--- src/logic/core_config.svh ---
// core-wide sizes; RESET_PC must match the base address of the fetch memory image
`ifndef CORE_CONFIG_SVH
`define CORE_CONFIG_SVH

// register and datapath width
`define XLEN 64

// first fetch address after reset
`define RESET_PC 64'h0

// architectural integer registers, x0 included
`define NREGS 32

`endif

--- src/logic/regfile.sv ---
// x0 hardwired to zero; a write in the same cycle is visible on both read ports
`timescale 1ns/1ps
`include "core_config.svh"

module regfile (
  input  logic             clk,
  input  logic             i_rst_n,
  input  logic [4:0]       i_rs1,
  input  logic [4:0]       i_rs2,
  input  logic [4:0]       i_rd,
  input  logic             i_rd_wen,
  input  logic [`XLEN-1:0] i_rd_data,
  output logic [`XLEN-1:0] o_rs1_data,
  output logic [`XLEN-1:0] o_rs2_data
);

  logic [`XLEN-1:0] regs [`NREGS];

  function automatic logic [`XLEN-1:0] read_port(input logic [4:0] idx);
    if (idx == 5'd0) begin
      return '0;
    end else if (i_rd_wen && i_rd == idx) begin
      return i_rd_data;
    end
    return regs[idx];
  endfunction

  always_ff @(posedge clk or negedge i_rst_n) begin
    if (!i_rst_n) begin
      for (int k = 0; k < `NREGS; k++) begin
        regs[k] <= '0;
      end
    end else if (i_rd_wen && i_rd != 5'd0) begin
      regs[i_rd] <= i_rd_data;
    end
  end

  always_comb begin
    o_rs1_data = read_port(i_rs1);
    o_rs2_data = read_port(i_rs2);
  end

endmodule

--- config.mk ---
export PLATFORM = sky130hd
export DESIGN_NAME = regfile
export DESIGN_NICKNAME = d
export VERILOG_FILES = /design/src/logic/regfile.sv
export VERILOG_INCLUDE_DIRS = /design/src /design/src/logic
export SDC_FILE = /design/constraint.sdc
export NUM_CORES = 2
export LEC_CHECK = 0
export BUFFER_PORTS_ARGS = -buffer_cell sky130_fd_sc_hd__clkbuf_2
export CAP_MARGIN = 15
export CELL_PAD_IN_SITES_DETAIL_PLACEMENT = 0
export CELL_PAD_IN_SITES_GLOBAL_PLACEMENT = 2
export CORE_UTILIZATION = 52
export CTS_BUF_LIST = sky130_fd_sc_hd__clkbuf_8
export CTS_CLUSTER_DIAMETER = 50
export DETAILED_ROUTE_END_ITERATION = 10
export HOLD_SLACK_MARGIN = 0.12
export PLACE_DENSITY = 0.95
export SETUP_SLACK_MARGIN = 0.15
export SYNTH_ARGS = -nofsm -noshare
export SYNTH_HDL_FRONTEND = slang
export SYNTH_SLANG_ARGS = --single-unit
--- constraint.sdc ---
create_clock -name clk -period 2.8 [get_ports clk]
set_input_delay 0 -clock clk [delete_from_list [all_inputs] [get_ports clk]]
set_output_delay 0 -clock clk [all_outputs]
set_load 0.1 [all_outputs]
==> run metrics <==
crit path kind=reg2out; fraction of layout instances using a drive strength above 1=51.73%; H-tree level count=5; most frequent cells in the layout=dfrtp_1 (2048), mux2_2 (1984), mux4_2 (737); Final GP Congestion=0.8669; largest register by flop count=regs; compound-cell area share of the yosys netlist=5.535%; final hold slack=0.2225 ns; Ys Warns=0; data arrival time of the worst path=3.18 ns; Slowest cell on crit path=mux4_2; post-synthesis cell count=7594; die height=460.0 µm; Reg power frac=43.7%; antenna violations before repair=20; # nets final=7936; Synth Register Bits=2048; CP Max Fanout=3; cell leakage power=56.34 nW; post-synthesis cell area=0.1091 mm²; Synth Area in Adders=0%; clk buf depth=4; clk_lat worst skew=1.04 ns; Net Switching=0.02791 W; DRT Pass-1 Iters=5; number of setup violations in the final report=96; worst vdd ir=0.6071 mV; top_reg_cell synth=dfrtp_1; registers with the most flip-flops=regs x2048; number of CTS-inserted buffers=363; Comb power frac=25.0%; MaxCap Viol Count=0; total track usage=35.76%; status=finished, violations left; Die Wd=460.0 µm; Yosys cell types=52; Boundary Pins=210; WP buf/inv=1; Post-Route Skew=0 ns; fin crit period=3.179 ns; first-iteration detailed-routing DRC count=9864; DIE AREA=0.2116 mm²; core area=0.2077 mm²; ANT nets after route=0; Initial Util=52.52%; WL/cell=34.73 µm; Req. time, crit path=2.80 ns; Clk pwr share=31.3%; FP Rows=167; Avg Vias per Cell=7.052; Area contributors post-synth=dfrtp_1 (47%), mux2_2 (20%), mux4_2 (15%), mux2i_1 (6.6%), clkbuf_1 (2.0%); CTS root buf=clkbuf_8; Sw Ratio=30.79%; Vias=77057; HPWL after DPL=218800 µm; pre-CTS WS=-0.06210 ns; CP dominant cell by count=mux4_2; fin. max-slew vios=0; post-synthesis mux area share=42.34%; CP max stage delay=0.56 ns; largest net degree at the start of global routing=106; EDFF count, synth=0; post-synth top area cell=dfrtp_1; Post-Synth Simple-Gate Area=1.646%; critical path endpoint category=primary output; Final Cycle Share=113.5%; setup ws final=-0.3787 ns; RSZ-0062 raised after global routing=yes; register area share after synthesis=46.99%; area share of the largest cell type after synthesis=46.99%; commonest non-fill, non-tap cell in the layout=dfrtp_1; Worst Max-Slew Pin Slew=1.227 ns; Util after Layout=61.26%; PwrDens=712.3 mW/mm²; Post-Route WL=379500 µm; synthesized net count=7676; TritonCTS clock tree=done; vias in the first global route=79092; placed insts=10089; CP delay by family, top=multiplexers; Area Growth Syn to Fin=16.65%; Largest register FFs=2048; port buffer count=209; first-pass GRT wire length=551300 µm; setup tns final=-10.05 ns; Slew HR=18.02%; # clock sinks=2048; Hold Vio Cnt, Final=0; failing checks=setup timing; largest family of logic cells by synthesized area=multiplexers; Hold WC Path Type=in2reg; Fmax=314.6 MHz; Post-Layout Cell Count=10927; CP startpoint kind=flop; clk slew on worst S/H paths=0.06 ns; DRC=0; synthesized-area fraction occupied by xor and xnor cells=0.07227%; Syn Area/Cell=14.36 µm²; Post-synth ARST share=100.0%; cell internal pwr=0.06273 W; worst path cell trace=mux4_2 -> mux4_2 -> a221o_1 -> buf_12; total grt overflow=0
## layout make-up
class	count	area, µm²
inverters	3	12.51
well taps	2788	3488
diodes	16	40.04
clock inverters	173	970.9
repair buffers	778	9732
flip-flops and latches	2048	51250
fillers	15447	80460
clock buffers	461	6345
multi-input cells	4660	55400
## worst paths after layout
| kind | startpoint | endpoint | slack, ns | cells past startpoint |
|---|---|---|---|---|
| min | i_rd_data[40] | regs[1192]$_DFFE_PN0P_ | 0.22 | 3 |
| min reg2reg | regs[2036]$_DFFE_PN0P_ | regs[2036]$_DFFE_PN0P_ | 0.40 | 0 |
| max | regs[1549]$_DFFE_PN0P_ | o_rs2_data[13] | -0.38 | 4 |
| min in group asynchronous | i_rst_n | regs[812]$_DFFE_PN0P_ | 0.42 | 4 |
| max in group asynchronous | i_rst_n | regs[719]$_DFFE_PN0P_ | 1.42 | 6 |
| max reg2reg | regs[1599]$_DFFE_PN0P_ | regs[1599]$_DFFE_PN0P_ | 1.45 | 2 |
## cell families after synthesis
family,Yosys count
buffers and inverters,886
xor gates and xnor gates,9
DFF,2048
AOI/OAI and AO/OA,855
muxes,3444
and+or+nand+nor,352
## metrics by stage
stage	instance area [µm²]	total power [W]
2_1_floorplan	109200	0.05403
3_3_place_gp	117300	0.06027
3_5_place_dp	117300	0.06132
4_1_cts	126600	0.09014
5_1_grt	127200	0.09381
6_report	127200	0.09063
## worst register-to-register path: cells and delay by family, from the launching register on
family	cells	cell delay, ns
flops	1	0.39
mux	1	0.27
buf+inv	1	0.56
## power groups by stage
stage	Clock [W]	Sequential [W]	Combinational, W
6_report	0.0284	0.0396	0.0227
5_1_grt	0.0299	0.0402	0.0238
4_1_cts	0.0285	0.0393	0.0223
3_5_place_dp	0	0.0399	0.0215
3_3_place_gp	0	0.0393	0.0209
2_1_floorplan	0	0.0383	0.0157
## Yosys cell counts, types with 6 or more instances
cell       instances
dfrtp_1         2048
buf_1             27
mux2i_1          723
clkbuf_1         577
a211oi_1          43
buf_4             15
nor2b_1           54
buf_2            260
nor3_1           164
o21ai_0           42
mux4_2           737
nand2_1           68
a21oi_1          120
a31oi_1           24
o211ai_1          59
a22oi_1          145
a2bb2oi_1         23
a22o_1            60
nand3b_1           6
a32o_1            14
a221o_1           50
nand2b_1           6
o22ai_1          228
mux2_2          1984
nor2_2             8
nor2_1            21
o221ai_1          28
a221oi_1           6
xnor2_1            9
## per-layer routing
| layer | wire length, µm | vias up | GRT usage [%] |
|---|---|---|---|
| met5 | 127 | - | 0 |
| met4 | 21630 | 18 | 18.78 |
| met3 | 43570 | 1293 | 10.46 |
| met2 | 172100 | 5053 | 53.82 |
| met1 | 142100 | 40764 | 46.95 |
| li1 | - | 29929 | - |
## repair_timing
action / 4_1_cts / 5_1_grt
gates cloned: 0 / 1
endpoints found under the hold margin: 4032 / 0
gates resized for setup: 186 / 74
pin swaps: 167 / 61
setup buffers: 86 / 20
hold buffers: 79 / 0
setup endpoints to repair: 128 / 128
No activity file was read; power rests on OpenSTA's default activity.
