--- src/logic/core_config.svh ---
// core-wide sizes; RESET_PC must match the base address of the fetch memory image
`ifndef CORE_CONFIG_SVH
`define CORE_CONFIG_SVH

// register and datapath width
`define XLEN 64

// first fetch address after reset
`define RESET_PC 64'h0

// architectural integer registers, x0 included
`define NREGS 32

`endif

--- src/logic/riscv_isa_pkg.sv ---
// rv64i subset only; branch funct3 names cover BEQ and BNE, nothing else
package riscv_isa_pkg;

  // supported major opcodes
  typedef enum logic [6:0] {
    OPC_OP     = 7'b0110011,
    OPC_OP_IMM = 7'b0010011,
    OPC_LUI    = 7'b0110111,
    OPC_AUIPC  = 7'b0010111,
    OPC_JAL    = 7'b1101111,
    OPC_BRANCH = 7'b1100011
  } opcode_e;

  // OP and OP-IMM
  localparam logic [2:0] F3_ADD_SUB = 3'b000;
  localparam logic [2:0] F3_SLL     = 3'b001;
  localparam logic [2:0] F3_SLT     = 3'b010;
  localparam logic [2:0] F3_SLTU    = 3'b011;
  localparam logic [2:0] F3_XOR     = 3'b100;
  localparam logic [2:0] F3_SRL_SRA = 3'b101;
  localparam logic [2:0] F3_OR      = 3'b110;
  localparam logic [2:0] F3_AND     = 3'b111;

  // BRANCH
  localparam logic [2:0] F3_BEQ = 3'b000;
  localparam logic [2:0] F3_BNE = 3'b001;

  typedef struct packed {
    logic [6:0] funct7;
    logic [4:0] rs2;
    logic [4:0] rs1;
    logic [2:0] funct3;
    logic [4:0] rd;
    logic [6:0] opcode;
  } inst_r_t;

  typedef struct packed {
    logic [11:0] imm;
    logic [4:0]  rs1;
    logic [2:0]  funct3;
    logic [4:0]  rd;
    logic [6:0]  opcode;
  } inst_i_t;

  // one instruction word, register view and I-immediate view
  typedef union packed {
    inst_r_t r;
    inst_i_t i;
  } inst_u;

endpackage

--- src/logic/if_stage.sv ---
// one wishbone read at a time, no write path; fetch halts after JAL or a branch until redirect
`timescale 1ns/1ps
`include "core_config.svh"

module if_stage
  import riscv_isa_pkg::*;
(
  input  logic             clk,
  input  logic             i_rst_n,
  input  logic             i_fetched_ack,
  input  logic [31:0]      i_wb_dat,
  input  logic             i_wb_ack,
  input  logic             i_redirect,
  input  logic [`XLEN-1:0] i_redirect_pc,
  output logic             o_wb_cyc,
  output logic             o_wb_stb,
  output logic [`XLEN-1:0] o_wb_adr,
  output logic             o_fetched_req,
  output logic [`XLEN-1:0] o_if_pc,
  output logic [31:0]      o_if_inst
);

  logic [`XLEN-1:0] pc;
  logic             cyc;
  logic             wait_resolve;
  logic             fetch_start;
  logic             fetch_done;
  logic             fetch_is_ctrl;

  // output register stays empty for the whole bus cycle
  assign fetch_start = !cyc && !wait_resolve && (!o_fetched_req || i_fetched_ack);
  assign fetch_done  = cyc && i_wb_ack;

  // predecode of the returned word
  assign fetch_is_ctrl = (i_wb_dat[6:0] == OPC_JAL) || (i_wb_dat[6:0] == OPC_BRANCH);

  always_ff @(posedge clk or negedge i_rst_n) begin
    if (!i_rst_n) begin
      pc            <= `RESET_PC;
      cyc           <= 1'b0;
      wait_resolve  <= 1'b0;
      o_fetched_req <= 1'b0;
    end else begin
      if (fetch_start) begin
        cyc <= 1'b1;
      end else if (fetch_done) begin
        cyc          <= 1'b0;
        pc           <= pc + `XLEN'd4;
        wait_resolve <= fetch_is_ctrl;
      end
      // only arrives while waiting, so never during a bus cycle
      if (i_redirect) begin
        pc           <= i_redirect_pc;
        wait_resolve <= 1'b0;
      end
      if (fetch_done) begin
        o_fetched_req <= 1'b1;
      end else if (i_fetched_ack) begin
        o_fetched_req <= 1'b0;
      end
    end
  end

  always_ff @(posedge clk) begin
    if (fetch_done) begin
      o_if_pc   <= pc;
      o_if_inst <= i_wb_dat;
    end
  end

  assign o_wb_cyc = cyc;
  assign o_wb_stb = cyc;
  assign o_wb_adr = pc;

  // classic cycle keeps stb and address until the slave acks
  a_stb_until_ack: assert property (
    @(posedge clk) disable iff (!i_rst_n)
    o_wb_stb && !i_wb_ack |=> o_wb_stb && $stable(o_wb_adr)
  );

endmodule

--- config.mk ---
export PLATFORM = sky130hd
export DESIGN_NAME = if_stage
export DESIGN_NICKNAME = d
export VERILOG_FILES = /design/src/logic/riscv_isa_pkg.sv /design/src/logic/if_stage.sv
export VERILOG_INCLUDE_DIRS = /design/src /design/src/logic
export SDC_FILE = /design/constraint.sdc
export NUM_CORES = 1
export LEC_CHECK = 0
export ABC_CLOCK_PERIOD_IN_PS = 3630
export BUFFER_PORTS_ARGS = -buffer_cell sky130_fd_sc_hd__clkbuf_2
export CAP_MARGIN = 10
export CORE_UTILIZATION = 35
export CTS_CLUSTER_SIZE = 25
export DETAILED_ROUTE_END_ITERATION = 6
export MAX_ROUTING_LAYER = met4
export PLACE_DENSITY_LB_ADDON = 0.25
export SLEW_MARGIN = 10
export SYNTH_ARGS = -nofsm -noshare
export SYNTH_HDL_FRONTEND = slang
export SYNTH_SLANG_ARGS = --single-unit
--- constraint.sdc ---
create_clock -name clk -period 3.63 [get_ports clk]
set_input_delay 0.363 -clock clk [delete_from_list [all_inputs] [get_ports clk]]
set_output_delay 0.363 -clock clk [all_outputs]
set_load 0.02 [all_outputs]
==> impl_metrics.yaml <==
outcome:
  outcome: "complete, no violations"
floorplanning:
  die_height_um: 144
  coreArea_um2: 19500
  dieWidth_um: 144
  ioPinCount: 264
  die_area_um2: 20600
  row_count: 51
  start_util_pct: 35.9
setup_path:
  critPathRequiredTime_ns: 3.99
  cp-end-kind: "register"
  reg2reg_slack_ns: 1.05
  start_kind: "register"
  crit_arrival_ns: 2.94
  r2r_end: "o_wb_adr[55]"
  cp_max_fo: 13
  regToRegStartpoint: "o_wb_adr[18]"
  r2r_cells: 5
  path_class: "reg -> reg"
place:
  hpwlAfterDp_um: 14500
  dp_cells: 1092
  io_buffers: 263
  place.gp.congestion: 0.855
  dpl_worst_slack_ns: 1.08
hold_path:
  worstHoldPathType: "in -> async"
clock_network:
  cts-resized-gates: 0
  cts_tree: "yes"
  hold_buffers: 0
  post_cts_buffers: 0
  worstSkewPairLatency_ns: 0.44
  clock-sinks: 163
  clkTransAtPathRegs_ns: 0.07
  clk_path_buf_depth: 2
  numCtsBuffers: 17
  clockRootBuffer: "clkbuf_16"
  htree_levels: 4
global_routing:
  grt_pass1_wl_um: 29900
  grt_use_total_pct: 20.2
  grt_pass1_vias: 5343
  grt_antenna_before_repair: 2
  grt-ovfl-total: 0
  grt_start_max_net_pins: 68
finish:
  drive_above_1_share_pct: 37.0
  nNetsFinal: 948
  area_growth_pct: 31.9
  post-route-util_pct: 47.4
  fin_cells: 1126
sta:
  worst_slew_pin_slew_ns: 0.929
  min_period_over_period_pct: 71.0
  hold_violations: 0
  slew_violations: 0
  finalCriticalPeriod_ns: 2.58
  finalClockSkew_ns: 0.0134
  rsz0062_at_grt: "false"
  timing.fmax_ghz: 0.388
  setup_ws_ns: 1.05
  setup_tns_ns: 0
  setup_viol: 0
  relSlewSlack_pct: 38.1
power:
  vdd_drop_max_mv: 0.363
  power_mw: 4.97
  power_density_nw_per_um2: 537
  p_leak_nw: 3.85
routing:
  vias: 5635
  wl_per_cell_um: 17.6
  drc_errors: 0
  routed_wirelength_um: 19800
  antenna_left: 0
  vias_per_cell: 5.00
  first_pass_iters: 5
  drt_iter0_markers: 264
logic_synthesis:
  synth_fp_nets: 682
  synthCells: 580
  async_flop_share_pct: 41.1
  synth_edf_count: 96
  ys_warn_count: 0
  synth_ff_type: "edfxtp_1"
  seq_area_frac_synth_pct: 65.0
  netlist_area_um2: 7010
  synth_cell_types: 54
  synth_seq_cells: 163
  syn_area_per_cell_um2: 12.1
run:
  drv_cap: 0
==> synthesized netlist by cell type, drive strengths merged, types with 13 or more instances <==
master | n | share of area, %
nand3 | 25 | 1.9
a31oi | 19 | 1.7
nor4 | 18 | 2.1
edfxtp | 96 | 41
or3 | 13 | 1.2
o21ai | 48 | 3.4
nor2 | 37 | 2.0
nand2 | 74 | 4.0
dfrtp | 67 | 24
xor2 | 14 | 1.7
nand4 | 31 | 3.0
xnor2 | 23 | 2.9
nor3 | 13 | 1.0
==> registers in the layout, indices dropped and copies added, names as in the netlist <==
| register | cells |
|---|---|
| o_if_pc | 64 |
| o_wb_adr | 64 |
| o_if_inst | 32 |
| o_fetched_req | 1 |
| o_wb_cyc | 1 |
| wait_resolve | 1 |
==> through the flow <==
step | area, um2 | hold slack, ns
floorplan | 7010 | 0.0674
CTS | 9250 | 0.0849
finish | 9250 | 0.0680
global route | 9250 | 0.0841
detailed placement | 8600 | 0.473
global placement | 8600 | 0.473
==> power breakdown <==
part / internal (mW) / switching (mW) / total (mW) / leakage (nW)
clock network: 1.17 / 0.797 / 1.97 / 0.308
logic: 0.229 / 0.452 / 0.681 / 1.84
registers: 2.16 / 0.159 / 2.32 / 1.70
total: 3.56 / 1.41 / 4.97 / 3.85
==> worst max-delay path by stage <==
stage                            start           end  slack, ns  cells after the start
final                     o_wb_adr[18]  o_wb_adr[55]       1.05                      5
after CTS                  o_wb_adr[9]  o_wb_adr[55]       1.07                      6
after global placement     o_wb_adr[9]  o_wb_adr[55]       1.15                      6
after detailed placement      i_wb_ack  o_wb_adr[55]       1.08                      6
after floorplan               o_wb_cyc  o_if_inst[0]       0.04                      2
after global routing      o_wb_adr[18]  o_wb_adr[55]       0.78                      5
==> worst max-delay path, stage by stage, from the launching register on <==
cell,delay [ns]
dfrtp_1,0.48
nand4_1,0.27
nor4_4,0.43
nand4_1,0.53
or4_1,0.63
a31oi_1,0.17
==> cell families (layout without fill, tap and decap cells) <==
family | count (synthesis) | count (layout) | share of synthesized area, %
AO/OA/AOI/OAI | 87 | 87 | 7.30
XOR/XNOR | 37 | 37 | 4.62
adder cells (fa/ha/maj) | 1 | 1 | 0.178
buffers and inverters | 33 | 312 | 2.23
flip-flops | 163 | 163 | 65.0
multiplexers | 6 | 6 | 0.910
other | 0 | 2 | 0
AND/OR/NAND/NOR | 253 | 253 | 19.7
==> cells in the final DEF (no fill, tap or decap), types with 3 or more instances in the layout <==
cell type  synthesis  routed
a31oi_1           19      19
inv_1             11      11
nor3_1            12      12
xnor2_1           23      23
o21ai_0           43      43
clkbuf_16          0      17
buf_4              5       5
and3_1            10      10
nor4_1            15      15
o21ai_1            5       5
and2_1             4       4
mux2i_1            3       3
nand4_2            3       3
xor2_1            14      14
nor2_1            37      37
edfxtp_1          96      96
bufinv_16          0       4
or3_1             13      13
nand3_1           23      23
a21oi_1            4       4
and4_1             7       7
inv_6              0       6
or4_1              6       6
nand2_1           74      74
mux2_2             3       3
nand4_1           28      28
clkbuf_2           0     261
dfrtp_1           67      67
==> layer usage <==
| layer | GRT usage [%] | part of all wire (%) | wire length (um) |
|---|---|---|---|
| met3 | 4.97 | 6.4 | 1270 |
| met1 | 26.2 | 45 | 8970 |
| met2 | 30.7 | 47 | 9260 |
| met4 | 6.89 | 1.8 | 354 |
| met5 | - | 0 | 0 |
==> cell type report <==
type	count	area (um2)
Inverter	12	47.5
Clock inverter	15	216
Multi-Input combinational cell	384	2300
Antenna cell	2	5.00
Sequential cell	163	4560
Fill cell	1823	10300
Tap cell	265	332
Timing Repair Buffer	268	1370
Clock buffer	17	425
Power figures use the tool's default switching activity.
