--- src/logic/core_config.svh ---
// core-wide sizes; RESET_PC must match the base address of the fetch memory image
`ifndef CORE_CONFIG_SVH
`define CORE_CONFIG_SVH

// register and datapath width
`define XLEN 64

// first fetch address after reset
`define RESET_PC 64'h0

// architectural integer registers, x0 included
`define NREGS 32

`endif

--- src/logic/wb_stage.sv ---
// never back-pressures; commit data is valid only while o_cmt_valid is high
`timescale 1ns/1ps
`include "core_config.svh"

module wb_stage (
  input  logic             clk,
  input  logic             i_rst_n,
  input  logic             i_executed_req,
  input  logic [`XLEN-1:0] i_ex_pc,
  input  logic [31:0]      i_ex_inst,
  input  logic [4:0]       i_ex_rd,
  input  logic             i_ex_rd_wen,
  input  logic [`XLEN-1:0] i_ex_wdata,
  output logic             o_executed_ack,
  output logic [4:0]       o_rd,
  output logic             o_rd_wen,
  output logic [`XLEN-1:0] o_rd_wdata,
  output logic             o_cmt_valid,
  output logic [`XLEN-1:0] o_cmt_pc,
  output logic [31:0]      o_cmt_inst,
  output logic             o_cmt_rd_wen,
  output logic [4:0]       o_cmt_rd,
  output logic [`XLEN-1:0] o_cmt_wdata
);

  logic             valid;
  logic [`XLEN-1:0] pc_q;
  logic [31:0]      inst_q;
  logic [4:0]       rd_q;
  logic             rd_wen_q;
  logic [`XLEN-1:0] wdata_q;

  // retires in one cycle, so always ready
  assign o_executed_ack = 1'b1;

  always_ff @(posedge clk or negedge i_rst_n) begin
    if (!i_rst_n) begin
      valid <= 1'b0;
    end else begin
      valid <= i_executed_req;
    end
  end

  always_ff @(posedge clk) begin
    if (i_executed_req) begin
      pc_q     <= i_ex_pc;
      inst_q   <= i_ex_inst;
      rd_q     <= i_ex_rd;
      rd_wen_q <= i_ex_rd_wen;
      wdata_q  <= i_ex_wdata;
    end
  end

  // x0 is never written
  assign o_rd_wen   = valid && rd_wen_q && (rd_q != 5'd0);
  assign o_rd       = rd_q;
  assign o_rd_wdata = wdata_q;

  assign o_cmt_valid  = valid;
  assign o_cmt_pc     = pc_q;
  assign o_cmt_inst   = inst_q;
  assign o_cmt_rd_wen = o_rd_wen;
  assign o_cmt_rd     = rd_q;
  assign o_cmt_wdata  = wdata_q;

endmodule

--- config.mk ---
export PLATFORM = sky130hd
export DESIGN_NAME = wb_stage
export DESIGN_NICKNAME = d
export VERILOG_FILES = /design/src/logic/wb_stage.sv
export VERILOG_INCLUDE_DIRS = /design/src /design/src/logic
export SDC_FILE = /design/constraint.sdc
export NUM_CORES = 1
export LEC_CHECK = 0
export BUFFER_PORTS_ARGS = -buffer_cell sky130_fd_sc_hd__buf_2
export CAP_MARGIN = 20
export CORE_AREA = 4 4 155 157
export DETAILED_ROUTE_END_ITERATION = 12
export DIE_AREA = 0 0 159 161
export HOLD_SLACK_MARGIN = 0.1
export PLACE_DENSITY = 0.54
export REMOVE_ABC_BUFFERS = 1
export SLEW_MARGIN = 20
export SYNTH_ARGS = -nofsm -noshare
export SYNTH_HDL_FRONTEND = slang
export SYNTH_SLANG_ARGS = --single-unit
--- constraint.sdc ---
create_clock -name clk -period 1.15 [get_ports clk]
set_input_delay 0.115 -clock clk [delete_from_list [all_inputs] [get_ports clk]]
set_output_delay 0.115 -clock clk [all_outputs]
set_load 0.02 [all_outputs]
==> run_results.csv, run 1 <==
group,metric,value,unit
timing,timing.final.crit_share,162,%
timing,tns,-2370,ps
clocking,clk_root_buffer_cell,"clkbuf_16",
floorplan,std_cell_rows,55,
worst_setup_path,cp-start-kind,"flop",
worst_setup_path,cp_slowest_stage_delay,410,ps
power_and_ir_drop,power_density,1500,mW/mm2
timing,setup_ws,-718,ps
layout,utilization,47.3,%
drt,drcViolationCount,0,
clocking,clock_sinks,167,
synth,synth_seq_area_share,90.1,%
global_route,antenna_found_initial,0,
flow_run,maxCapViolCount,0,
synth,synth.distinct_cells,6,
run_status,status,"finished, violations left",
worst_setup_path,crit_buf_inv,1,
synth,syn_area_per_cell,23.1,um2
timing,min_period,1870,ps
worst_setup_path,path_class,"reg2out",
worst_setup_path,startpoint,"o_cmt_rd[4]",
drt,drtIter0Drc,199,
worst_setup_path,crit_end,"o_rd_wen",
place,place.gp.congestion,0.729,
worst_setup_path,critPathSlowestCell,"edfxtp_1",
clocking,clockBufferDepth,2,
power_and_ir_drop,ir_drop,0.770,mV
drt,vias_per_cell,3.87,
synth,ys_warn_count,0,
timing,finalHoldViolCount,0,
layout,layoutNonFillerInstCount,1079,
floorplan,dieArea,0.0256,mm2
worst_setup_path,cp_max_fo,2,
worst_setup_path,path_cells,"or3_4, o311a_4, buf_6",
synth,syn_area,0.00556,mm2
worst_setup_path,arrival,1750,ps
layout,layout_common_cells,"281 x buf_2, 169 x dlygate4sd3_1, 166 x edfxtp_1",
worst_hold_path,hp-class,"in2reg",
timing,rsz0062_at_grt,"yes",
power_and_ir_drop,p_leak,0.00459,uW
layout,drive_gt1_share,57.3,%
drt,wl_per_cell,17.0,um
floorplan,core,0.0225,mm2
layout,final_area,0.0107,mm2
clocking,cts_tree,"done",
place,post-dp-hpwl,12400,um
layout,nFillCells,1908,
timing,slew_violations,0,
place,io_buffers,405,
run_status,violations,"negative setup slack",
layout,final_common_cell,"buf_2",
floorplan,die_w,159,um
drt,vias,4179,
worst_hold_path,hold_depth,2,
worst_setup_path,crit_cells,3,
synth,netlist_instances,241,
clocking,cts.clk_slew.worst_paths,70,ps
clocking,cts_buffers,17,
synth,synth_seq_cells,167,
timing,fmax,0.535,GHz
layout,nets,950,
global_route,grt_pass1_wl,27300,um
global_route,grt_pass1_vias,4801,
layout,area_growth,91.5,%
worst_setup_path,required,1030,ps
global_route,grt_max_degree,28,
drt,wl,18300,um
timing,setup_viol,32,
clocking,htreeDepth,4,
drt,drtAntennaViolNets,0,
global_route,track_usage,13.8,%
worst_setup_path,path_delay_family,"flip-flops",
floorplan,boundaryPins,407,
floorplan,start_util,24.7,%
global_route,overflow,0,
drt,drt-pass1-iter-count,4,
place,dpl.cell_count,877,
place,placed_cell_area,0.00758,mm2
worst_setup_path,crit_path_end_kind,"output pin",
layout,diodes,0,
floorplan,chipHeight,161,um
synth_stat cells:
master / instances / share of area [%]
edfxtp_1: 166 / 90
or3_1: 1 / 0.11
o311a_1: 1 / 0.18
conb_1: 1 / 0.067
dfrtp_1: 1 / 0.45
buf_4: 71 / 9.6
layout make-up:
type	instances	area, um2	share of cell area [%]
tap	285	357	3.35
timing repair buffer	592	4680	43.9
sequential	167	5010	47.0
clock inverter	14	143	1.34
clock buffer	18	429	4.03
multi-input combinational	3	36.3	0.341
power breakdown:
group	internal (uW)	switching, uW
combinational	1450	1450
sequential	7240	271
clock	3050	2510
total	11700	4230
worst min path at each step:
stage             startpoint        endpoint  slack [ps]
4_1_cts          i_ex_pc[14]    o_cmt_pc[14]         370
2_1_floorplan        i_rst_n     o_cmt_valid        -180
6_report       i_ex_inst[26]  o_cmt_inst[26]         400
5_1_grt          i_ex_pc[31]    o_cmt_pc[31]         380
3_5_place_dp         i_rst_n     o_cmt_valid        -110
3_3_place_gp         i_rst_n     o_cmt_valid        -110
logic make-up after synthesis:
family          count (synthesis)  share of synthesized area [%]
compound gates                  1                          0.180
simple gates                    1                          0.113
flops                         167                           90.1
other cells                     1                         0.0674
buf+inv                        71                           9.58
per-stage QoR:
| stage | power, uW | hold WS [ps] | worst slack (ps) |
|---|---|---|---|
| 2_1_floorplan | 8420 | -181 | -373 |
| 3_3_place_gp | 9560 | -107 | -226 |
| 3_5_place_dp | 9580 | -109 | -230 |
| 4_1_cts | 15900 | 369 | -696 |
| 5_1_grt | 16600 | 378 | -767 |
| 6_report | 16000 | 400 | -718 |
state kept, by name, indices dropped and copies added (netlist names):
register,cells
rd_wen_q,1
o_cmt_rd,5
o_cmt_wdata,64
o_cmt_inst,32
o_cmt_pc,64
o_cmt_valid,1
metal layers:
layer	global-route usage [%]	up-vias	part of all wire [%]	routed length (um)
met1	14.6	1992	36	6580
met3	5.54	10	8.7	1590
met4	3.59	0	0.93	170
li1	-	1922	-	-
met2	25.6	255	54	9960
met5	0	-	0	0
what timing repair did:
| item | in CTS | in global routing |
|---|---|---|
| hold buffers | 169 | 0 |
| gates cloned | 0 | 0 |
| setup buffers | 3 | 2 |
| resized for setup | 107 | 150 |
| endpoints found under the setup margin | 55 | 163 |
| pin swaps | 0 | 2 |
| endpoints found under the hold margin | 179 | 0 |
Power figures use the tool's default switching activity.
==> run 2: changes to the inputs <==
--- a/config.mk
+++ b/config.mk
@@ -8,11 +8,11 @@
 export LEC_CHECK = 0
 export BUFFER_PORTS_ARGS = -buffer_cell sky130_fd_sc_hd__buf_2
 export CAP_MARGIN = 20
-export CORE_AREA = 4 4 155 157
+export CORE_AREA = 4 4 154 156
 export DETAILED_ROUTE_END_ITERATION = 12
-export DIE_AREA = 0 0 159 161
+export DIE_AREA = 0 0 158 160
 export HOLD_SLACK_MARGIN = 0.1
-export PLACE_DENSITY = 0.54
+export PLACE_DENSITY = 0.55
 export REMOVE_ABC_BUFFERS = 1
 export SLEW_MARGIN = 20
 export SYNTH_ARGS = -nofsm -noshare
==> run_results.csv, run 2 (same netlist as run 1, synthesis figures left out) <==
group,metric,value,unit
timing,min_period,1820,ps
clocking,cts_tree,"done",
global_route,grt_pass1_wl,25600,um
timing,hold_ws,401,ps
floorplan,start_util,24.9,%
run_status,status,"finished, violations left",
worst_setup_path,path_cells,"or3_1, o311a_1, buf_2",
clocking,cts.clk_slew.worst_paths,80,ps
worst_setup_path,critPathSlowestCell,"edfxtp_1",
global_route,grt_max_degree,36,
drt,drtIter0Drc,197,
drt,drtAntennaViolNets,0,
power_and_ir_drop,power_density,1550,mW/mm2
worst_hold_path,min-delay-start,"i_ex_pc[18]",
floorplan,chipHeight,160,um
layout,layout_common_cells,"323 x buf_2, 169 x dlygate4sd3_1, 166 x edfxtp_1",
floorplan,core,0.0224,mm2
drt,vias_per_cell,3.86,
clocking,htreeDepth,4,
layout,drive_gt1_share,56.9,%
layout,final-seq-area,0.00501,mm2
layout,final_common_cell,"buf_2",
timing,setup_viol,17,
layout,multi_input_area,20.0,um2
run_status,violations,"negative setup slack",
worst_setup_path,arrival,1700,ps
clocking,clockBufferDepth,2,
power_and_ir_drop,finalPower,16000,uW
power_and_ir_drop,ir_drop,0.785,mV
worst_setup_path,required,1030,ps
worst_setup_path,crit_path_end_kind,"output pin",
worst_setup_path,cp-start-kind,"flop",
floorplan,boundaryPins,407,
worst_setup_path,cp_slowest_stage_delay,410,ps
worst_hold_path,hold_depth,2,
place,post-dp-hpwl,12000,um
global_route,track_usage,13.3,%
timing,timing.final.crit_share,158,%
global_route,grt_pass1_vias,4596,
floorplan,dieArea,0.0253,mm2
clocking,clock_sinks,167,
drt,wl,18200,um
worst_setup_path,startpoint,"o_cmt_rd[3]",
timing,fmax,0.550,GHz
layout,nFillCells,1907,
layout,utilization,46.3,%
drt,wl_per_cell,16.9,um
timing,slew_violations,0,
layout,nets,948,
worst_hold_path,hp-class,"in2reg",
floorplan,std_cell_rows,55,
worst_setup_path,path_delay_family,"flip-flops",
drt,drt-pass1-iter-count,4,
clocking,cts_buffers,17,
clocking,clk_root_buffer_cell,"clkbuf_16",
timing,setup_ws,-669,ps
power_and_ir_drop,p_leak,0.00450,uW
worst_hold_path,worst_hold_path.endpoint,"o_cmt_pc[18]",
layout,diodes,0,
worst_setup_path,path_class,"reg2out",
place,place.gp.congestion,0.744,
timing,rsz0062_at_grt,"yes",
drt,vias,4152,
flow_run,maxCapViolCount,0,
global_route,overflow,0,
place,io_buffers,405,
floorplan,die_w,158,um
layout,area_growth,86.3,%
worst_setup_path,crit_buf_inv,1,
worst_setup_path,cp_max_fo,2,
drt,drcViolationCount,0,
timing,finalHoldViolCount,0,
global_route,antenna_found_initial,1,
run 2: how the worst max path moves through the flow:
stage / to / slack (ps) / depth (start not counted)
finish: o_rd_wen / -670 / 3
global route: o_rd_wen / -740 / 3
CTS: o_rd_wen / -680 / 3
detailed placement: o_rd_wen / -230 / 3
global placement: o_rd_wen / -190 / 3
floorplan: o_cmt_rd_wen / -370 / 2
run 2: final cells by class:
class	count	area share (%)
flip-flops and latches	167	48.3
repair buffers	590	42.3
clock buffers	17	4.11
well taps	285	3.44
clock inverters	15	1.61
multi-input cells	3	0.193
run 2: per-stage QoR:
step           setup TNS [ps]  std cells  worst slack [ps]  instance area (um2)
2_1_floorplan            -745        170              -373                 5030
3_3_place_gp             -375        872              -188                 7530
3_5_place_dp             -449        872              -225                 7530
4_1_cts                 -2240       1074              -683                 9950
5_1_grt                 -4880       1077              -735                10400
6_report                -2080       1077              -669                10400
run 2: power by group:
part / switching, uW / total [uW] / internal [uW]
Clock: 2530 / 5800 / 3270
Sequential: 236 / 7470 / 7230
Combinational: 1450 / 2760 / 1310
Total: 4220 / 16000 / 11800
run 2: layer usage:
metal  part of all wire [%]  track usage (%)  vias up
met5                  0.072                0        -
met3                     11             5.64       18
met2                     52             23.7      258
met1                     35             14.3     1958
li1                       -                -     1916
met4                    1.4             3.96        2
run 2: timing repair:
action | 4_1_cts | 5_1_grt
hold buffers | 169 | 0
gates resized for setup | 39 | 131
hold endpoints to repair | 179 | 0
cloned | 0 | 0
endpoints found under the setup margin | 22 | 87
buffers inserted | 1 | 4
