## config.mk

```make
export PLATFORM = sky130hd
export DESIGN_NAME = exe_stage
export DESIGN_NICKNAME = d
export VERILOG_FILES = /design/src/logic/core_pipe_pkg.sv /design/src/logic/exe_stage.sv
export VERILOG_INCLUDE_DIRS = /design/src /design/src/logic
export SDC_FILE = /design/constraint.sdc
export NUM_CORES = 2
export LEC_CHECK = 0
export BUFFER_PORTS_ARGS = -buffer_cell sky130_fd_sc_hd__buf_2
export CORE_ASPECT_RATIO = 0.75
export CORE_MARGIN = 2
export CORE_UTILIZATION = 41
export CTS_BUF_LIST = sky130_fd_sc_hd__clkbuf_4
export CTS_CLUSTER_SIZE = 40
export DETAILED_ROUTE_END_ITERATION = 7
export PLACE_DENSITY = 0.7
export SLEW_MARGIN = 40
export SYNTH_ARGS = -nofsm -noshare
export SYNTH_HDL_FRONTEND = slang
export SYNTH_SLANG_ARGS = --single-unit
```

## constraint.sdc

```tcl
create_clock -name clk -period 7.5 [get_ports clk]
set_clock_uncertainty 0.15 [all_clocks]
set_input_delay 0.75 -clock clk [delete_from_list [all_inputs] [get_ports clk]]
set_output_delay 0.75 -clock clk [all_outputs]
set_load 0.02 [all_outputs]
```

## src/logic/core_config.svh

```systemverilog
// core-wide sizes; RESET_PC must match the base address of the fetch memory image
`ifndef CORE_CONFIG_SVH
`define CORE_CONFIG_SVH

// register and datapath width
`define XLEN 64

// first fetch address after reset
`define RESET_PC 64'h0

// architectural integer registers, x0 included
`define NREGS 32

`endif

```

## src/logic/core_pipe_pkg.sv

```systemverilog
// internal pipeline encodings; values are not architectural and may be reordered
package core_pipe_pkg;

  typedef enum logic [3:0] {
    ALU_ADD,
    ALU_SUB,
    ALU_SLL,
    ALU_SLT,
    ALU_SLTU,
    ALU_XOR,
    ALU_SRL,
    ALU_SRA,
    ALU_OR,
    ALU_AND
  } alu_op_e;

  // source of the value written to rd
  typedef enum logic [1:0] {
    RES_ALU,
    RES_PC4,
    RES_IMM
  } res_sel_e;

endpackage

```

## src/logic/exe_stage.sv

```systemverilog
// single-cycle ALU; JAL and every branch send one redirect, taken or not
`timescale 1ns/1ps
`include "core_config.svh"

module exe_stage
  import core_pipe_pkg::*;
(
  input  logic             clk,
  input  logic             i_rst_n,
  input  logic             i_decoded_req,
  input  logic [`XLEN-1:0] i_id_pc,
  input  logic [31:0]      i_id_inst,
  input  logic [`XLEN-1:0] i_id_op1,
  input  logic [`XLEN-1:0] i_id_op2,
  input  logic [`XLEN-1:0] i_id_imm,
  input  alu_op_e          i_id_alu_op,
  input  res_sel_e         i_id_res_sel,
  input  logic             i_id_is_branch,
  input  logic             i_id_branch_ne,
  input  logic             i_id_is_jal,
  input  logic [4:0]       i_id_rd,
  input  logic             i_id_rd_wen,
  input  logic             i_executed_ack,
  output logic             o_decoded_ack,
  output logic             o_executed_req,
  output logic [`XLEN-1:0] o_ex_pc,
  output logic [31:0]      o_ex_inst,
  output logic [4:0]       o_ex_rd,
  output logic             o_ex_rd_wen,
  output logic [`XLEN-1:0] o_ex_wdata,
  output logic             o_redirect,
  output logic [`XLEN-1:0] o_redirect_pc
);

  localparam int SHW = $clog2(`XLEN);

  logic [`XLEN-1:0] alu_res;
  logic [`XLEN-1:0] res;
  logic [`XLEN-1:0] pc_plus4;
  logic [SHW-1:0]   shamt;
  logic             taken;
  logic             accept;
  logic             ctrl_q;

  assign o_decoded_ack = !o_executed_req || i_executed_ack;
  assign accept        = i_decoded_req && o_decoded_ack;
  assign shamt         = i_id_op2[SHW-1:0];
  assign pc_plus4      = i_id_pc + `XLEN'd4;

  always_comb begin
    case (i_id_alu_op)
      ALU_ADD:  alu_res = i_id_op1 + i_id_op2;
      ALU_SUB:  alu_res = i_id_op1 - i_id_op2;
      ALU_SLL:  alu_res = i_id_op1 << shamt;
      ALU_SLT:  alu_res = {{(`XLEN-1){1'b0}}, $signed(i_id_op1) < $signed(i_id_op2)};
      ALU_SLTU: alu_res = {{(`XLEN-1){1'b0}}, i_id_op1 < i_id_op2};
      ALU_XOR:  alu_res = i_id_op1 ^ i_id_op2;
      ALU_SRL:  alu_res = i_id_op1 >> shamt;
      ALU_SRA:  alu_res = $signed(i_id_op1) >>> shamt;
      ALU_OR:   alu_res = i_id_op1 | i_id_op2;
      ALU_AND:  alu_res = i_id_op1 & i_id_op2;
      default:  alu_res = '0;
    endcase
  end

  always_comb begin
    case (i_id_res_sel)
      RES_PC4: res = pc_plus4;
      RES_IMM: res = i_id_imm;
      default: res = alu_res;
    endcase
  end

  // BEQ and BNE only
  assign taken = i_id_is_jal ||
                 (i_id_is_branch && ((i_id_op1 == i_id_op2) != i_id_branch_ne));

  always_ff @(posedge clk or negedge i_rst_n) begin
    if (!i_rst_n) begin
      o_executed_req <= 1'b0;
    end else if (accept) begin
      o_executed_req <= 1'b1;
    end else if (i_executed_ack) begin
      o_executed_req <= 1'b0;
    end
  end

  always_ff @(posedge clk) begin
    if (accept) begin
      o_ex_pc       <= i_id_pc;
      o_ex_inst     <= i_id_inst;
      o_ex_rd       <= i_id_rd;
      o_ex_rd_wen   <= i_id_rd_wen;
      o_ex_wdata    <= res;
      ctrl_q        <= i_id_is_branch || i_id_is_jal;
      o_redirect_pc <= taken ? (i_id_pc + i_id_imm) : pc_plus4;
    end
  end

  // pulse in the ex->wb transfer cycle
  assign o_redirect = o_executed_req && i_executed_ack && ctrl_q;

endmodule

```

==> report_table.html <==
<table>
<tr><th>Metric</th><th>Value</th></tr>
<tr><th colspan="2">Logic synthesis</th></tr>
<tr><td>Area share of xor/xnor cells in the synthesized design</td><td>0.0453</td></tr>
<tr><td>Number of synthesis warnings</td><td>0</td></tr>
<tr><td>Post-synthesis cell count</td><td>4122</td></tr>
<tr><td>Number of flops mapped to enable cells by yosys</td><td>231</td></tr>
<tr><td>Synth top area share</td><td>0.215</td></tr>
<tr><td>Number of register bits inferred by synthesis</td><td>232</td></tr>
<tr><td>Simple-gate portion of the synthesized area</td><td>0.169</td></tr>
<tr><td>Adder and majority cell fraction of the synthesized area</td><td>0.104</td></tr>
<tr><td>Library cell with the largest summed area after synthesis</td><td>sky130_fd_sc_hd__edfxtp_1</td></tr>
<tr><td>Main area contributors after synthesis</td><td>sky130_fd_sc_hd__edfxtp_1 21%, sky130_fd_sc_hd__ha_1 10%, sky130_fd_sc_hd__a21oi_1 7.3%</td></tr>
<tr><td>Most common flop cell mapped by yosys</td><td>sky130_fd_sc_hd__edfxtp_1</td></tr>
<tr><td>Avg Synthesized Cell Area</td><td>7.83 µm²</td></tr>
<tr><td>Post-synthesis compound-gate area fraction</td><td>0.294</td></tr>
<tr><td>Net count of the mapped netlist</td><td>4695</td></tr>
<tr><td>Part of the Yosys area used for sequential elements</td><td>0.216</td></tr>
<tr><td>Post-synthesis instance area</td><td>32300 µm²</td></tr>
<tr><td>Asr flop ratio synth</td><td>0.00431</td></tr>
<tr><td>Dominant combinational cell family by area after synthesis</td><td>compound AO/OA/AOI/OAI gates</td></tr>
<tr><td>Proportion of synthesized area in mux cells</td><td>0.110</td></tr>
<tr><td>Number of distinct library cells after synthesis</td><td>92</td></tr>
<tr><th colspan="2">Finish</th></tr>
<tr><td>Final non-filler cell total</td><td>5641</td></tr>
<tr><td>Core utilization of the finished layout</td><td>0.473</td></tr>
<tr><td>Area growth from synthesis to layout</td><td>14.8%</td></tr>
<tr><td>Net count, final</td><td>5122</td></tr>
<tr><td>Top library cells by usage in the layout, fill and taps aside</td><td>537 x sky130_fd_sc_hd__buf_2, 506 x sky130_fd_sc_hd__nor2_1, 469 x sky130_fd_sc_hd__a21oi_1, 296 x sky130_fd_sc_hd__nand2_1, 295 x sky130_fd_sc_hd__o21ai_0</td></tr>
<tr><td>Most frequent standard cell in the layout excluding fill and tap cells</td><td>sky130_fd_sc_hd__buf_2</td></tr>
<tr><td>Ratio of cells with drive above 1 in the final layout</td><td>0.193</td></tr>
<tr><th colspan="2">Power and ir drop</th></tr>
<tr><td>Cell Pwr Density</td><td>147 nW/µm²</td></tr>
<tr><td>VDD IR max</td><td>0.140 mV</td></tr>
<tr><td>Leak</td><td>15.5 nW</td></tr>
<tr><th colspan="2">Clock tree</th></tr>
<tr><td>Buffer depth of the longest clock path</td><td>3</td></tr>
<tr><td>Buffers inserted by post-CTS timing repair</td><td>0</td></tr>
<tr><td>Hold_buf cts</td><td>33</td></tr>
<tr><td>Deepest level of the CTS H-tree</td><td>2</td></tr>
<tr><td>Clock root buffer</td><td>sky130_fd_sc_hd__clkbuf_4</td></tr>
<tr><td>Number of CTS-inserted buffers</td><td>56</td></tr>
<tr><td>Clock Sinks</td><td>232</td></tr>
<tr><td>Post-CTS sizing</td><td>0</td></tr>
<tr><td>TritonCTS clock tree</td><td>built</td></tr>
<tr><td>Clock insertion delay at the later pin of the skew report</td><td>0.79 ns</td></tr>
<tr><td>Worst-path clk slew</td><td>0.06 ns</td></tr>
<tr><th colspan="2">Worst setup path</th></tr>
<tr><td>Startpoint-to-endpoint class of the critical path</td><td>input pin to flop</td></tr>
<tr><td>Standard cell with the maximum stage delay on the critical path</td><td>sky130_fd_sc_hd__o21ai_0</td></tr>
<tr><td>Element type at the critical path start</td><td>input pin</td></tr>
<tr><td>Category of the worst setup path capture point</td><td>flop</td></tr>
<tr><td>Critical Path Max Stage Delay</td><td>0.77 ns</td></tr>
<tr><td>Crit-path most repeated cell</td><td>sky130_fd_sc_hd__a21oi_1</td></tr>
<tr><td>Ordered cell list for the critical path</td><td>buf_6 -&gt; buf_12 -&gt; mux2i_1 -&gt; nor2_1 -&gt; a21oi_1 -&gt; nand2_1 -&gt; a21oi_1 -&gt; a21oi_1 -&gt; o21ai_0 -&gt; nand2_1 -&gt; o211ai_1 -&gt; a21oi_1 -&gt; a2111oi_0 -&gt; o22ai_1</td></tr>
<tr><td>Crit path max fanout</td><td>102</td></tr>
<tr><td>Critical path arrival</td><td>5.34 ns</td></tr>
<tr><td>Endpoint required time on the critical path</td><td>7.79 ns</td></tr>
<tr><th colspan="2">Drt</th></tr>
<tr><td>Number of iterations in the first detailed-routing pass</td><td>8</td></tr>
<tr><td>Vias</td><td>37198</td></tr>
<tr><td>Final routed wirelength across all metal layers</td><td>168 mm</td></tr>
<tr><td>Residual antenna-violating net count after detailed routing</td><td>0</td></tr>
<tr><td>Average wire per standard cell</td><td>29.8 µm</td></tr>
<tr><td>DR vias/cell</td><td>6.59</td></tr>
<tr><td>Count of unresolved DRC violations after routing</td><td>0</td></tr>
<tr><td>DRC marker count from the first detailed-route iteration</td><td>5825</td></tr>
<tr><th colspan="2">GRT</th></tr>
<tr><td>Initial antenna violation count</td><td>10</td></tr>
<tr><td>Maximum number of pins on one net before global-route repair</td><td>156</td></tr>
<tr><td>Vias in the first global route</td><td>33296</td></tr>
<tr><td>Global route overflow</td><td>0</td></tr>
<tr><td>GRT Resource Usage Total</td><td>0.393</td></tr>
<tr><td>First-pass GRT wire length</td><td>236 mm</td></tr>
<tr><th colspan="2">Placement</th></tr>
<tr><td>Final estimated routing congestion in global placement</td><td>1.10</td></tr>
<tr><td>Detailed-placement wirelength estimate</td><td>133 mm</td></tr>
<tr><td>Cells after DPL</td><td>5495</td></tr>
<tr><td>Count of buffers from port buffering</td><td>539</td></tr>
<tr><th colspan="2">Floorplanning</th></tr>
<tr><td>Core Region</td><td>78300 µm²</td></tr>
<tr><td>Area of the die</td><td>81000 µm²</td></tr>
<tr><td>Initial cell density of the core</td><td>0.412</td></tr>
<tr><td>I/O pin count</td><td>540</td></tr>
<tr><td>Chip width</td><td>328 µm</td></tr>
<tr><td>Die height</td><td>247 µm</td></tr>
<tr><td>Std cell rows</td><td>89</td></tr>
<tr><th colspan="2">Run</th></tr>
<tr><td>MaxCap Viol Count</td><td>0</td></tr>
<tr><th colspan="2">STA</th></tr>
<tr><td>Hold Fails Final Rpt</td><td>0</td></tr>
<tr><td>Final Max Slew Viols</td><td>0</td></tr>
<tr><td>Fmax</td><td>198 MHz</td></tr>
<tr><td>Tightest Pin Transition</td><td>1.05 ns</td></tr>
<tr><td>Setup total negative slack</td><td>0 ns</td></tr>
<tr><td>Number of setup violations in the final report</td><td>0</td></tr>
<tr><td>Normalized max-slew margin</td><td>0.300</td></tr>
<tr><td>Shortest clock period the worst path allows after layout</td><td>5.05 ns</td></tr>
<tr><td>Period utilisation layout</td><td>0.674</td></tr>
<tr><td>Unrepaired setup endpoints after global routing</td><td>no</td></tr>
<tr><th colspan="2">Hold path</th></tr>
<tr><td>Tightest Hold Check Type</td><td>input pin to flop</td></tr>
<tr><th colspan="2">Run status</th></tr>
<tr><td>Run status</td><td>finished clean</td></tr>
</table>
==> registers in the layout (all words and copies together) (netlist names) <==
| name | cells |
|---|---|
| o_ex_pc | 64 |
| o_ex_wdata | 64 |
| ctrl_q | 1 |
| o_ex_rd | 5 |
| o_redirect_pc | 64 |
| o_executed_req | 1 |
| o_ex_inst | 32 |
| o_ex_rd_wen | 1 |
==> metal layers <==
| layer | vias up | track usage | wire length (µm) |
|---|---|---|---|
| li1 | 16367 | - | - |
| met1 | 17721 | 0.554 | 69700 |
| met2 | 2711 | 0.571 | 69700 |
| met3 | 389 | 0.108 | 21300 |
| met4 | 10 | 0.144 | 7260 |
| met5 | - | 0 | 66 |
==> synth_stat cells (19+ instances only) <==
master and number:
sky130_fd_sc_hd__inv_1 221, sky130_fd_sc_hd__o31ai_1 26, sky130_fd_sc_hd__xnor2_1 110, sky130_fd_sc_hd__edfxtp_1 231
sky130_fd_sc_hd__and3_1 32, sky130_fd_sc_hd__and2_1 20, sky130_fd_sc_hd__mux2i_1 120, sky130_fd_sc_hd__o21bai_1 61
sky130_fd_sc_hd__mux4_2 86, sky130_fd_sc_hd__mux2_2 37, sky130_fd_sc_hd__a22oi_1 66, sky130_fd_sc_hd__nand3_1 78
sky130_fd_sc_hd__o211ai_1 41, sky130_fd_sc_hd__nand4_1 56, sky130_fd_sc_hd__a21o_1 75, sky130_fd_sc_hd__nor2b_1 21
sky130_fd_sc_hd__clkbuf_1 206, sky130_fd_sc_hd__a2111oi_0 19, sky130_fd_sc_hd__nand2b_1 27, sky130_fd_sc_hd__nand2_1 299
sky130_fd_sc_hd__o221ai_1 38, sky130_fd_sc_hd__a31oi_1 48, sky130_fd_sc_hd__a211oi_1 60, sky130_fd_sc_hd__a221oi_1 60
sky130_fd_sc_hd__nor4_1 30, sky130_fd_sc_hd__nor3_1 74, sky130_fd_sc_hd__a21oi_1 470, sky130_fd_sc_hd__xor2_1 57
sky130_fd_sc_hd__nor2_1 509, sky130_fd_sc_hd__buf_1 50, sky130_fd_sc_hd__o21ai_0 299, sky130_fd_sc_hd__ha_1 263
sky130_fd_sc_hd__o22ai_1 53, sky130_fd_sc_hd__buf_2 31
==> kinds of logic after synthesis <==
family / count (synthesis)
AOI/OAI and AO/OA: 1481
xor gates and xnor gates: 167
adders and majority gates: 266
buffers and inverters: 521
DFF: 232
muxes: 243
and+or+nand+nor: 1212
==> per-stage QoR <==
step | hold WS [ns] | setup slack (ns) | total power [mW] | instance area (µm²)
after floorplan | 0.304 | 0.429 | 3.24 | 32300
final | 0.0528 | 2.45 | 5.43 | 37100
after detailed placement | 0.377 | 1.88 | 4.20 | 35800
after global placement | 0.375 | 1.87 | 4.21 | 35800
after global routing | 0.0132 | 2.20 | 5.66 | 37000
after CTS | 0.00137 | 2.71 | 5.34 | 36900
==> area by class of cell <==
class / count / area [µm²]
well taps: 1046 / 1310
clock buffers: 77 / 578
clock inverters: 20 / 143
inverters: 232 / 873
fillers: 7992 / 41200
diodes: 7 / 17.5
flip-flops and latches: 232 / 6960
repair buffers: 658 / 3770
multi-input cells: 3369 / 23400
==> worst max-delay path: cells and delay by family <==
family          cells  cell delay, ns
buf+inv             2            1.02
compound gates      8            2.59
mux                 1            0.56
simple gates        3            0.32
==> worst paths after layout <==
| check | from | to | slack [ns] | cells past startpoint |
|---|---|---|---|---|
| max reg2reg | o_executed_req$_DFFE_PN0P_ | o_ex_pc[23]$_DFFE_PP_ | 5.15 | 4 |
| min | i_id_pc[63] | o_ex_pc[63]$_DFFE_PP_ | 0.05 | 1 |
| min in group asynchronous | i_rst_n | o_executed_req$_DFFE_PN0P_ | 0.12 | 2 |
| max | i_id_op2[0] | o_ex_wdata[7]$_DFFE_PP_ | 2.45 | 14 |
| min reg2reg | o_executed_req$_DFFE_PN0P_ | o_executed_req$_DFFE_PN0P_ | 0.44 | 2 |
| max in group asynchronous | i_rst_n | o_executed_req$_DFFE_PN0P_ | 7.00 | 2 |
==> power breakdown <==
group          internal [mW]  leakage, nW  switching (mW)
Clock                  0.545        0.424           0.570
Combinational          0.884         12.8            1.85
Sequential              1.56         2.23          0.0302
Total                   2.99         15.5            2.45
Note: power is estimated with default switching activity, not from simulation.
